### src/isa_pkg.sv
package isa_pkg;

  // memory word and address
  typedef logic [15:0] word_t;  // one program word
  typedef logic [5:0] addr_t;  // word address into the 64 word RAM
  typedef logic [7:0] opcode_t;  // high byte of the first word of a pair

  // memory layout
  localparam int mem_depth = 64;  // words in the program RAM
  localparam addr_t program_base = 6'd32;  // first fetched address
  // addresses below program_base are the unused header area

  // run limits
  localparam int max_pairs = 12;  // pairs per run before L
  localparam int pair_cnt_w = $clog2(max_pairs + 1);  // width of the pair counter

  // opcodes, first word high byte
  // second word holds the operand, the jmp target for op_jmp
  localparam opcode_t op_jmp = 8'd1;  // target in low 6 bits of word 2
  localparam opcode_t op_ram2reg = 8'd2;  // ram -> reg
  localparam opcode_t op_reg2ram = 8'd3;  // reg -> ram
  localparam opcode_t op_num2reg = 8'd4;  // value -> reg
  localparam opcode_t op_int = 8'd15;  // interrupt, ends the run

endpackage

### src/trace_pkg.sv
package trace_pkg;

  typedef logic [7:0] char_t;  // one ascii trace character

  // trace alphabet
  localparam char_t ch_start = "S";  // first char of every run
  localparam char_t ch_jmp = "J";
  localparam char_t ch_ram2reg = "I";
  localparam char_t ch_reg2ram = "N";
  localparam char_t ch_num2reg = "C";
  localparam char_t ch_int = "H";
  localparam char_t ch_other = "X";  // unknown opcode
  localparam char_t ch_end_of_mem = "E";  // next pair passes address 63
  localparam char_t ch_limit = "L";  // step limit hit

  // buffer between fetcher and transmitter
  localparam int fifo_depth = 16;  // longest run is 14 chars
  localparam int ptr_w = $clog2(fifo_depth);

  // uart bit timing
  localparam int clks_per_bit = 16;  // sim value, 868 at 100 MHz for 115200
  localparam int bit_timer_w = $clog2(clks_per_bit);

endpackage

### src/program_ram.sv
`timescale 1ns/1ps

module program_ram (
  input  logic           clk,
  input  logic           prog_write,    // one word per high cycle
  input  isa_pkg::addr_t prog_address,
  input  isa_pkg::word_t prog_data,
  input  isa_pkg::addr_t rd_address,    // from the fetcher
  output isa_pkg::word_t rd_data        // valid one edge after rd_address
);

  import isa_pkg::*;

  word_t mem [mem_depth];  // program storage, contents kept across reset

  // write port
  always_ff @(posedge clk) begin
    if (prog_write) begin
      mem[prog_address] <= prog_data;  // takes effect on this edge
    end
  end

  // synchronous read port
  always_ff @(posedge clk) begin
    rd_data <= mem[rd_address];  // old data on a same address write
  end

endmodule

### src/instr_fetcher.sv
`timescale 1ns/1ps

module instr_fetcher (
  input  logic             clk,
  input  logic             read_address_ready,  // async reset, active high
  input  logic             start,               // ignored while a run is active
  input  isa_pkg::word_t   rd_data,             // one cycle after rd_address
  output isa_pkg::addr_t   rd_address,
  output logic             push,                // one char per high cycle
  output trace_pkg::char_t push_char
);

  import isa_pkg::*;
  import trace_pkg::*;

  typedef enum logic [2:0] {
    st_idle,
    st_rd1,       // address of word 1 on the bus
    st_rd2,       // word 1 returns and word 2 address goes out
    st_classify,  // word 2 returns
    st_finish     // class char out and next step chosen
  } state_t;

  state_t                state;
  addr_t                 pc;          // address of the current pair
  logic [6:0]            next_pc;     // extra msb shows running past the end
  logic [pair_cnt_w-1:0] pairs;       // pairs fetched in this run
  logic                  ending;      // E or L already pushed
  word_t                 word1;       // first word of the pair
  opcode_t               opcode;
  char_t                 class_char;
  logic                  at_mem_end;  // next pair would pass address 63
  logic                  at_limit;

  assign opcode = word1[15:8];
  assign rd_address = (state == st_rd2) ? pc + 6'd1 : pc;  // word 2 right after word 1
  assign at_mem_end = next_pc > 7'(mem_depth - 2);
  assign at_limit = pairs == pair_cnt_w'(max_pairs);

  // opcode to trace char
  always_comb begin
    case (opcode)
      op_jmp:     class_char = ch_jmp;
      op_ram2reg: class_char = ch_ram2reg;
      op_reg2ram: class_char = ch_reg2ram;
      op_num2reg: class_char = ch_num2reg;
      op_int:     class_char = ch_int;
      default:    class_char = ch_other;
    endcase
  end

  // word 1 capture
  always_ff @(posedge clk) begin
    if (state == st_rd2) begin
      word1 <= rd_data;
    end
  end

  always_ff @(posedge clk or posedge read_address_ready) begin
    if (read_address_ready) begin
      state <= st_idle;
      pc <= '0;
      next_pc <= '0;
      pairs <= '0;
      ending <= 1'b0;
      push <= 1'b0;
      push_char <= '0;
    end else begin
      push <= 1'b0;  // strobes last one cycle
      case (state)
        st_idle: begin
          if (start) begin
            pc <= program_base;
            pairs <= '0;
            ending <= 1'b0;
            push <= 1'b1;  // S one cycle after start
            push_char <= ch_start;
            state <= st_rd1;
          end
        end
        st_rd1: state <= st_rd2;
        st_rd2: state <= st_classify;
        st_classify: begin
          push <= 1'b1;
          push_char <= class_char;
          pairs <= pairs + 1'b1;
          if (opcode == op_jmp) begin
            next_pc <= {1'b0, rd_data[5:0]};  // jmp target from word 2
          end else begin
            next_pc <= {1'b0, pc} + 7'd2;
          end
          state <= st_finish;
        end
        st_finish: begin
          if (ending || opcode == op_int) begin
            state <= st_idle;  // running drops a cycle after the last push
          end else if (at_mem_end) begin
            push <= 1'b1;
            push_char <= ch_end_of_mem;
            ending <= 1'b1;
          end else if (at_limit) begin
            push <= 1'b1;
            push_char <= ch_limit;
            ending <= 1'b1;
          end else begin
            pc <= next_pc[5:0];  // in range here
            state <= st_rd1;
          end
        end
        default: state <= st_idle;
      endcase
    end
  end

  // no char leaves once the run is over
  a_idle_quiet: assert property (@(posedge clk) disable iff (read_address_ready)
    state == st_idle |-> !push);

endmodule

### src/trace_fifo.sv
`timescale 1ns/1ps

module trace_fifo (
  input  logic             clk,
  input  logic             read_address_ready,  // async reset, active high
  input  logic             push,
  input  trace_pkg::char_t push_char,
  input  logic             pop,                 // drops head at the next edge
  output trace_pkg::char_t head_char,
  output logic             empty
);

  import trace_pkg::*;

  char_t            mem [fifo_depth];  // circular storage
  logic [ptr_w-1:0] wr_ptr;
  logic [ptr_w-1:0] rd_ptr;
  logic [ptr_w:0]   count;             // 0 to fifo_depth
  logic             full;

  assign head_char = mem[rd_ptr];  // visible the cycle after the push
  assign empty = count == '0;
  assign full = count == (ptr_w + 1)'(fifo_depth);

  always_ff @(posedge clk) begin
    if (push) begin
      mem[wr_ptr] <= push_char;
    end
  end

  always_ff @(posedge clk or posedge read_address_ready) begin
    if (read_address_ready) begin
      wr_ptr <= '0;
      rd_ptr <= '0;
      count <= '0;
    end else begin
      if (push) begin
        wr_ptr <= wr_ptr + 1'b1;  // wraps at depth
      end
      if (pop) begin
        rd_ptr <= rd_ptr + 1'b1;
      end
      case ({push, pop})
        2'b10:   count <= count + 1'b1;
        2'b01:   count <= count - 1'b1;
        default: count <= count;  // none or both
      endcase
    end
  end

  // fetcher has no back-pressure
  a_no_overflow: assert property (@(posedge clk) disable iff (read_address_ready)
    push |-> !full);

  a_no_underflow: assert property (@(posedge clk) disable iff (read_address_ready)
    pop |-> !empty);

endmodule

### src/uart_tx.sv
`timescale 1ns/1ps

module uart_tx (
  input  logic             clk,
  input  logic             read_address_ready,  // async reset, active high
  input  trace_pkg::char_t head_char,
  input  logic             empty,
  output logic             pop,                 // takes head_char
  output logic             tx                   // 8N1, lsb first, idles high
);

  import trace_pkg::*;

  logic                   busy;       // frame in progress
  logic [bit_timer_w-1:0] bit_timer;  // cycles within one bit
  logic [3:0]             bit_index;  // 0 start, 1..8 data, 9 stop
  char_t                  tx_data;    // latched char

  assign pop = !busy && !empty;

  always_ff @(posedge clk) begin
    if (pop) begin
      tx_data <= head_char;
    end
  end

  always_ff @(posedge clk or posedge read_address_ready) begin
    if (read_address_ready) begin
      busy <= 1'b0;
      bit_timer <= '0;
      bit_index <= '0;
      tx <= 1'b1;
    end else if (!busy) begin
      bit_timer <= '0;
      bit_index <= '0;
      if (!empty) begin
        busy <= 1'b1;
        tx <= 1'b0;  // start bit one cycle after pop
      end
    end else if (bit_timer == bit_timer_w'(clks_per_bit - 1)) begin
      bit_timer <= '0;
      if (bit_index == 4'd9) begin
        busy <= 1'b0;  // stop bit done so the line stays high
      end else begin
        bit_index <= bit_index + 1'b1;
        if (bit_index == 4'd8) begin
          tx <= 1'b1;  // stop bit
        end else begin
          tx <= tx_data[bit_index[2:0]];  // data bit k follows index k
        end
      end
    end else begin
      bit_timer <= bit_timer + 1'b1;
    end
  end

  // pops only while the line idles high between frames
  a_pop_idle: assert property (@(posedge clk) disable iff (read_address_ready)
    pop |-> tx);

endmodule

### src/fetch_trace_top.sv
`timescale 1ns/1ps

module fetch_trace_top (
  input  logic           clk,
  input  logic           read_address_ready,  // async reset, active high
  input  logic           prog_write,
  input  isa_pkg::addr_t prog_address,
  input  isa_pkg::word_t prog_data,
  input  logic           start,
  output logic           tx
);

  import isa_pkg::*;
  import trace_pkg::*;

  addr_t rd_address;  // fetcher -> ram
  word_t rd_data;     // ram -> fetcher
  logic  push;        // fetcher -> fifo
  char_t push_char;
  char_t head_char;   // fifo -> uart
  logic  empty;
  logic  pop;         // uart -> fifo

  program_ram i_program_ram (
    .clk          (clk),
    .prog_write   (prog_write),
    .prog_address (prog_address),
    .prog_data    (prog_data),
    .rd_address   (rd_address),
    .rd_data      (rd_data)
  );

  instr_fetcher i_instr_fetcher (
    .clk                (clk),
    .read_address_ready (read_address_ready),
    .start              (start),
    .rd_data            (rd_data),
    .rd_address         (rd_address),
    .push               (push),
    .push_char          (push_char)
  );

  trace_fifo i_trace_fifo (
    .clk                (clk),
    .read_address_ready (read_address_ready),
    .push               (push),
    .push_char          (push_char),
    .pop                (pop),
    .head_char          (head_char),
    .empty              (empty)
  );

  uart_tx i_uart_tx (
    .clk                (clk),
    .read_address_ready (read_address_ready),
    .head_char          (head_char),
    .empty              (empty),
    .pop                (pop),
    .tx                 (tx)
  );

endmodule

### config.mk
export PLATFORM = sky130hd
export DESIGN_NAME = fetch_trace_top
export DESIGN_NICKNAME = d
export VERILOG_FILES = /design/src/isa_pkg.sv /design/src/trace_pkg.sv /design/src/program_ram.sv /design/src/instr_fetcher.sv /design/src/trace_fifo.sv /design/src/uart_tx.sv /design/src/fetch_trace_top.sv
export SDC_FILE = /design/constraint.sdc
export NUM_CORES = 1
export LEC_CHECK = 0
export ABC_AREA = 1
export BUFFER_PORTS_ARGS = -buffer_cell sky130_fd_sc_hd__buf_2
export CORE_MARGIN = 1.5
export CORE_UTILIZATION = 50
export CTS_CLUSTER_SIZE = 16
export DETAILED_ROUTE_END_ITERATION = 12
export PLACE_DENSITY_LB_ADDON = 0.1
export SLEW_MARGIN = 0
export SYNTH_ARGS = -nofsm -noshare
export SYNTH_HDL_FRONTEND = slang
export SYNTH_SLANG_ARGS = --single-unit
### constraint.sdc
create_clock -name clk -period 4.9 [get_ports clk]
set_clock_uncertainty 0.15 [all_clocks]
set_input_delay 0.98 -clock clk [delete_from_list [all_inputs] [get_ports clk]]
set_output_delay 0.98 -clock clk [all_outputs]
set_load 0.01 [all_outputs]
==> results of run 1 <==
area by class of cell:
cell class	instances	share of cell area (%)
tap	1254	3.011
clock inverter	52	0.8739
multi-input combinational	2263	22.69
sequential	1071	60.96
antenna	5	0.02401
clock buffer	152	5.906
timing repair buffer	146	2.372
inverter	578	4.163
layer usage:
layer | vias up | part of all wire [%] | track usage [%]
met1 | 15010 | 43 | 35.76
met4 | 4 | 2.7 | 7.376
met3 | 190 | 5.8 | 3.165
met2 | 885 | 48 | 41.31
met5 | - | 0.020 | 0
li1 | 14420 | - | -
sequential cells by signal, indices dropped and copies added, names as in the netlist, 6 cells and up:
name / cells
i_uart_tx.tx_data: 6
i_trace_fifo.mem: 96
i_program_ram.rd_data: 14
i_instr_fetcher.pc: 6
i_instr_fetcher.word1: 8
i_instr_fetcher.next_pc: 7
i_instr_fetcher.push_char: 6
i_program_ram.mem: 896
power groups by stage:
| stage | sequential, mW | clock (mW) | combinational (mW) |
|---|---|---|---|
| 2_1_floorplan | 10.9 | 0 | 4.73 |
| 3_3_place_gp | 11.0 | 0 | 6.82 |
| 3_5_place_dp | 11.0 | 0 | 6.90 |
| 4_1_cts | 10.8 | 8.37 | 6.91 |
| 5_1_grt | 10.8 | 8.70 | 7.62 |
| 6_report | 10.8 | 8.24 | 6.89 |
layout by cell type (no fill, tap or decap), types with 24 or more instances in the layout:
master and count:
clkbuf_1 32, a21oi_1 41, nand2_1 611, dfrtp_1 49
clkinv_1 24, nor2_1 109, nand3b_1 327, buf_4 106
nand3_1 981, buf_2 24, o211ai_1 25, inv_1 574
clkbuf_16 116, edfxtp_1 1006, mux2i_1 24, o21ai_0 64
cell families after synthesis:
logic type / synth area share (%)
XOR/XNOR: 0.3872
AND/OR/NAND/NOR: 21.90
adder cells (fa/ha/maj): 0.4539
multiplexers: 0.5127
flip-flops: 67.79
buffers and inverters: 7.167
AO/OA/AOI/OAI: 1.784
metrics by stage:
stage	instance area [sq um]	hold WS [ns]	total power [mW]	std cells	util, %
after detailed placement	48570	0.2387	17.89	5312	52.20
after global placement	48570	0.2363	17.79	5312	52.20
after CTS	52100	0.2422	26.08	5516	55.99
final	52110	0.2400	25.94	5521	56.01
after floorplan	46860	0.2355	15.59	4173	-
after global routing	52100	0.2690	27.16	5516	55.99
worst max-delay path by stage:
stage                                      to  slack [ns]  depth (start not counted)
finish               i_program_ram.rd_data[3]        1.33                         11
global route         i_program_ram.rd_data[2]        1.11                         11
CTS                 i_program_ram.rd_data[12]        1.35                         11
detailed placement   i_program_ram.rd_data[2]        1.35                         11
global placement    i_program_ram.rd_data[12]        1.38                         11
floorplan             i_program_ram.mem[0][0]        2.23                          3
==> impl_metrics.toml, run 1 <==
[run_status]
outcome = "finished, final reports clean"

[synthesis]
yosysWarnings = 0
syn-instance-count = 4173
synth_top_area_share_pct = 64.47
synth_area_leaders = "edfxtp_1 (64%), nand3_1 (10%), nand3b_1 (5.2%)"
post_synth_num_cell_types = 42
yosys.area.top_type = "edfxtp_1"
synth.most_common_cell = "edfxtp_1"
synth.avg_cell_area_sq_um = 11.23
ys_ff_latch = 1071
synth_flop_cell = "edfxtp_1"
syn-num-nets = 4216
synth_common_cells = "edfxtp_1 (1006), nand3_1 (982), nand2_1 (612), inv_1 (576), nand3b_1 (327)"
seq_area_frac_synth_pct = 67.79
syn_area_sq_um = 46860
synthArstFlopShare_pct = 4.762
synth_edf_count = 1006

[floorplanning]
die_y_um = 309.1
num_rows = 112
pin_count = 27
initial_core_util_pct = 50.36
dieArea_sq_um = 95560
die_w_um = 309.1
design.core.area_sq_um = 93050

[final_layout]
ff_latch_area_sq_um = 31770
layout.nets = 4216
fill_cells = 7884
synthToLayoutAreaGrowth_pct = 11.21
drive_gt1_share_pct = 7.414
multi_input_area_sq_um = 11830

[sta]
rsz0062_at_grt = "false"
post-route-period-util_pct = 72.86
finalSetupTns_ns = 0
max_slew_margin_pct = 22.99
slew_violations = 0
setup_slack_ns = 1.330
fmax_mhz = 280.1
tightest_slew_ns = 1.155
fin_crit_ns = 3.570
hold_viol = 0
finalSetupViolCount = 0

[critical_path]
crit_buf_inv = 1
critical-path-top-delay-family = "simple AND/OR/NAND/NOR gates"
r2r_cells = 11
cpMaxStageDelayCell = "nand2_4"
r2r-start = "i_instr_fetcher.state[2]"
crit_start = "i_instr_fetcher.state[2]"
rrSetupSlack_ns = 1.33
path_max_fanout = 51
crit_top_cell = "nand3_1"
arrival_ns = 4.02
reg2reg_to = "i_program_ram.rd_data[3]"
end_kind = "flop"
worst_setup_path_start_kind = "flop"
crit_chain = "nor2_4 -> nand3_4 -> nand2_4 -> buf_12 -> nand2_1 -> nand3_1 -> nand3_1 -> nand3_1 -> nand3_1 -> nand3_1 -> nand2_1"
path_class = "reg2reg"
slowest_delay_ns = 0.80
critPathRequiredTime_ns = 5.35

[clocking]
hold_buffers = 0
root_buffer = "clkbuf_16"
cts_max_path_buffers = 3
htree_levels = 3
clkSinkCount = 1071
cts_resized = 0
post_cts_buffers = 0
numCtsBuffers = 113
clock_latency_ns = 0.71
cts.clk_slew.worst_paths_ns = 0.06
cts_tree = "built"

[pwr]
switching_share_pct = 33.46
cellInternalPower_mw = 17.26
clkPwrFrac_pct = 31.8
seqPwrFrac_pct = 41.6
power.net_switching_mw = 8.678
leakagePower_nw = 20.16
ir_drop_mv = 0.6002
power.share.combinational_pct = 26.6
powerDensity_nw_per_um2 = 497.7

[worst_hold_path]
whs_endpoint = "i_instr_fetcher.word1[15]"
worstHoldPathType = "reg2reg"
worstHoldStart = "i_program_ram.rd_data[15]"
holdPathStages = 0

[global_route]
grt_pass1_wl_um = 180200
grt_start_max_net_pins = 195
grtUsageTotal_pct = 25.33
antenna_found_initial = 5
gr-total-overflow = 0
grt_pass1_vias = 28620

[detailed_routing]
wl_per_cell_um = 21.82
wl_um = 120500
drc = 0
drtAntennaViolNets = 0
firstDrtPassIters = 5
vias = 30510
vias_per_cell = 5.525
drt_iter0_markers = 3074

[job]
maxCapViolCount = 0

[placed_design]
dp_hpwl_um = 65780
port_buffers = 24
place_congestion = 0.8202
pre_cts_ws_ns = 1.354
No activity file was read; power rests on OpenSTA's default activity.
==> run 2, diff against run 1 <==
- ABC_AREA: 1 -> 0
- clock period: 4.9 -> 3.67 ns (I/O delays scaled with it)
==> impl_metrics.toml, run 2 <==
[run_status]
outcome = "finished, violations left"
violations = "DRC"

[detailed_routing]
drtAntennaViolNets = 0
wl_um = 133200
vias = 29970
firstDrtPassIters = 12
drt_iter0_markers = 3126
vias_per_cell = 6.500
drc = 1
wl_per_cell_um = 28.89

[pwr]
switching_share_pct = 30.70
cellInternalPower_mw = 23.27
clkPwrFrac_pct = 31.2
power.net_switching_mw = 10.31
leakagePower_nw = 17.17
power.share.combinational_pct = 26.1
seqPwrFrac_pct = 42.6
powerDensity_nw_per_um2 = 614.3
ir_drop_mv = 0.4536

[synthesis]
synth_edf_count = 1006
synth.most_common_cell = "edfxtp_1"
yosysWarnings = 0
post_synth_num_cell_types = 76
synth_top_area_share_pct = 61.71
ys_ff_latch = 1071
synth.avg_cell_area_sq_um = 15.50
synthArstFlopShare_pct = 4.762
synth_common_cells = "edfxtp_1 (1006), mux2i_1 (282), mux4_2 (202), nor2_1 (174), o22ai_1 (165)"
synth_flop_cell = "edfxtp_1"
seq_area_frac_synth_pct = 64.90
syn_area_sq_um = 48950
syn-instance-count = 3159
synth_area_leaders = "edfxtp_1 (62%), mux4_2 (9.3%), mux2i_1 (5.8%)"
yosys.area.top_type = "edfxtp_1"
syn-num-nets = 3202

[clocking]
clkSinkCount = 1071
cts_max_path_buffers = 3
clock_latency_ns = 0.71
htree_levels = 3
cts_tree = "built"
cts.clk_slew.worst_paths_ns = 0.06
numCtsBuffers = 111
root_buffer = "clkbuf_16"
post_cts_buffers = 0

[critical_path]
end_kind = "flop"
slowest_delay_ns = 0.79
path_max_fanout = 69
r2r_cells = 10
path_class = "reg2reg"
crit_top_cell = "buf_12"
crit_chain = "or3b_4 -> inv_8 -> buf_12 -> buf_12 -> nor3b_1 -> a211oi_1 -> a21oi_1 -> nor3_1 -> or4_1 -> and4_1"
cpMaxStageDelayCell = "nor3_1"
arrival_ns = 4.06
worst_setup_path_start_kind = "flop"
critPathRequiredTime_ns = 4.15

[final_layout]
drive_gt1_share_pct = 20.40
final_common_cell = "edfxtp_1"
synthToLayoutAreaGrowth_pct = 11.66
largest_reg_flops = 896
layout.nets = 3283
reg_top3 = "i_program_ram.mem: 896 flops, i_trace_fifo.mem: 96 flops, i_program_ram.rd_data: 14 flops"
final_cell_mix = "edfxtp_1 (1006), mux2i_1 (282), mux4_2 (202)"
regMostFlops = "i_program_ram.mem"

[sta]
finalSetupViolCount = 0
tightest_slew_ns = 1.098
rsz0062_at_grt = "false"
max_slew_margin_pct = 26.79
fin_crit_ns = 3.583
slew_violations = 0
hold_viol = 0
fmax_mhz = 279.1
finalSetupTns_ns = 0
fin_hold_ws_ns = 0.2577
post-route-period-util_pct = 97.64

[global_route]
grt_start_max_net_pins = 109
grt_pass1_wl_um = 196800
grtUsageTotal_pct = 26.92
grt_pass1_vias = 30040
antenna_found_initial = 6
gr-total-overflow = 0

[floorplanning]
design.core.area_sq_um = 96850
dieArea_sq_um = 99780
pin_count = 27
die_w_um = 315.9
die_y_um = 315.9
num_rows = 114
initial_core_util_pct = 50.54

[worst_hold_path]
worstHoldPathType = "reg2reg"
holdPathStages = 0

[placed_design]
place_congestion = 0.9137
dp_hpwl_um = 82610
port_buffers = 24

[job]
maxCapViolCount = 0
## run 2: final cells by class
class	instances	area [sq um]
Clock inverter	50	320.3
Clock buffer	151	3030
Sequential cell	1071	31770
Multi-Input combinational cell	1818	15830
Timing Repair Buffer	222	2022
Inverter	16	67.56
Tap cell	1276	1597
Fill cell	7598	42190
Antenna cell	7	17.52
## run 2: worst paths after layout
check                                          startpoint                         to  slack (ns)
min in group asynchronous              read_address_ready   i_instr_fetcher.pairs[3]        0.37
worst max-delay path             i_instr_fetcher.state[0]   i_program_ram.rd_data[5]        0.09
worst min register to register  i_program_ram.rd_data[15]  i_instr_fetcher.word1[15]        0.26
worst max register to register   i_instr_fetcher.state[0]   i_program_ram.rd_data[5]        0.09
worst min-delay path            i_program_ram.rd_data[15]  i_instr_fetcher.word1[15]        0.26
max in group asynchronous              read_address_ready      i_instr_fetcher.pc[0]        2.04
## run 2: power by group through the flow
stage | logic (mW) | registers, mW | clock network (mW)
after floorplan | 6.20 | 14.4 | 0
final | 8.77 | 14.3 | 10.5
after global placement | 8.58 | 14.5 | 0
after detailed placement | 8.74 | 14.6 | 0
after CTS | 8.77 | 14.3 | 10.7
after global routing | 9.39 | 14.4 | 11.1
## run 2: kinds of logic (layout without fill, tap and decap cells)
family	count (synthesis)	in the layout	share of synthesized area [%]
AOI/OAI and AO/OA	608	608	8.187
and+or+nand+nor	615	615	6.480
other	0	7	0
buffers and inverters	270	439	2.911
muxes	552	552	16.62
DFF	1071	1071	64.90
adders and majority gates	17	17	0.4345
xor gates and xnor gates	26	26	0.4652
## run 2: repair_timing
item | in CTS | in global routing
endpoints found under the hold margin | 4 | 0
setup endpoints to repair | 0 | 1
hold buffers | 1 | 0
resized for setup | 0 | 1
## run 2: layer usage
layer,vias up,part of all wire [%],GRT usage (%)
met3,216,7.4,4.158
met5,-,0.014,0
li1,13080,-,-
met4,2,3.1,9.047
met2,1198,48,42.88
met1,15480,42,38.09
## run 2: critical path: cells and delay by family, from the launching register on
| family | cells | cell delay [ns] |
|---|---|---|
| simple gates | 5 | 1.83 |
| buf+inv | 3 | 0.77 |
| flops | 1 | 0.38 |
| compound gates | 2 | 0.35 |
## run 2: metrics by stage
step	instances	setup WS, ns	instance area, sq um	utilization [%]	power [mW]
final	4611	0.08665	54660	56.43	33.58
after global routing	4605	0.001005	54640	56.42	34.89
after CTS	4604	0.07888	54630	56.41	33.75
after detailed placement	4402	0.09667	51270	52.94	23.31
after global placement	4402	0.1632	51270	52.94	23.11
after floorplan	3159	0.5535	48950	-	20.58
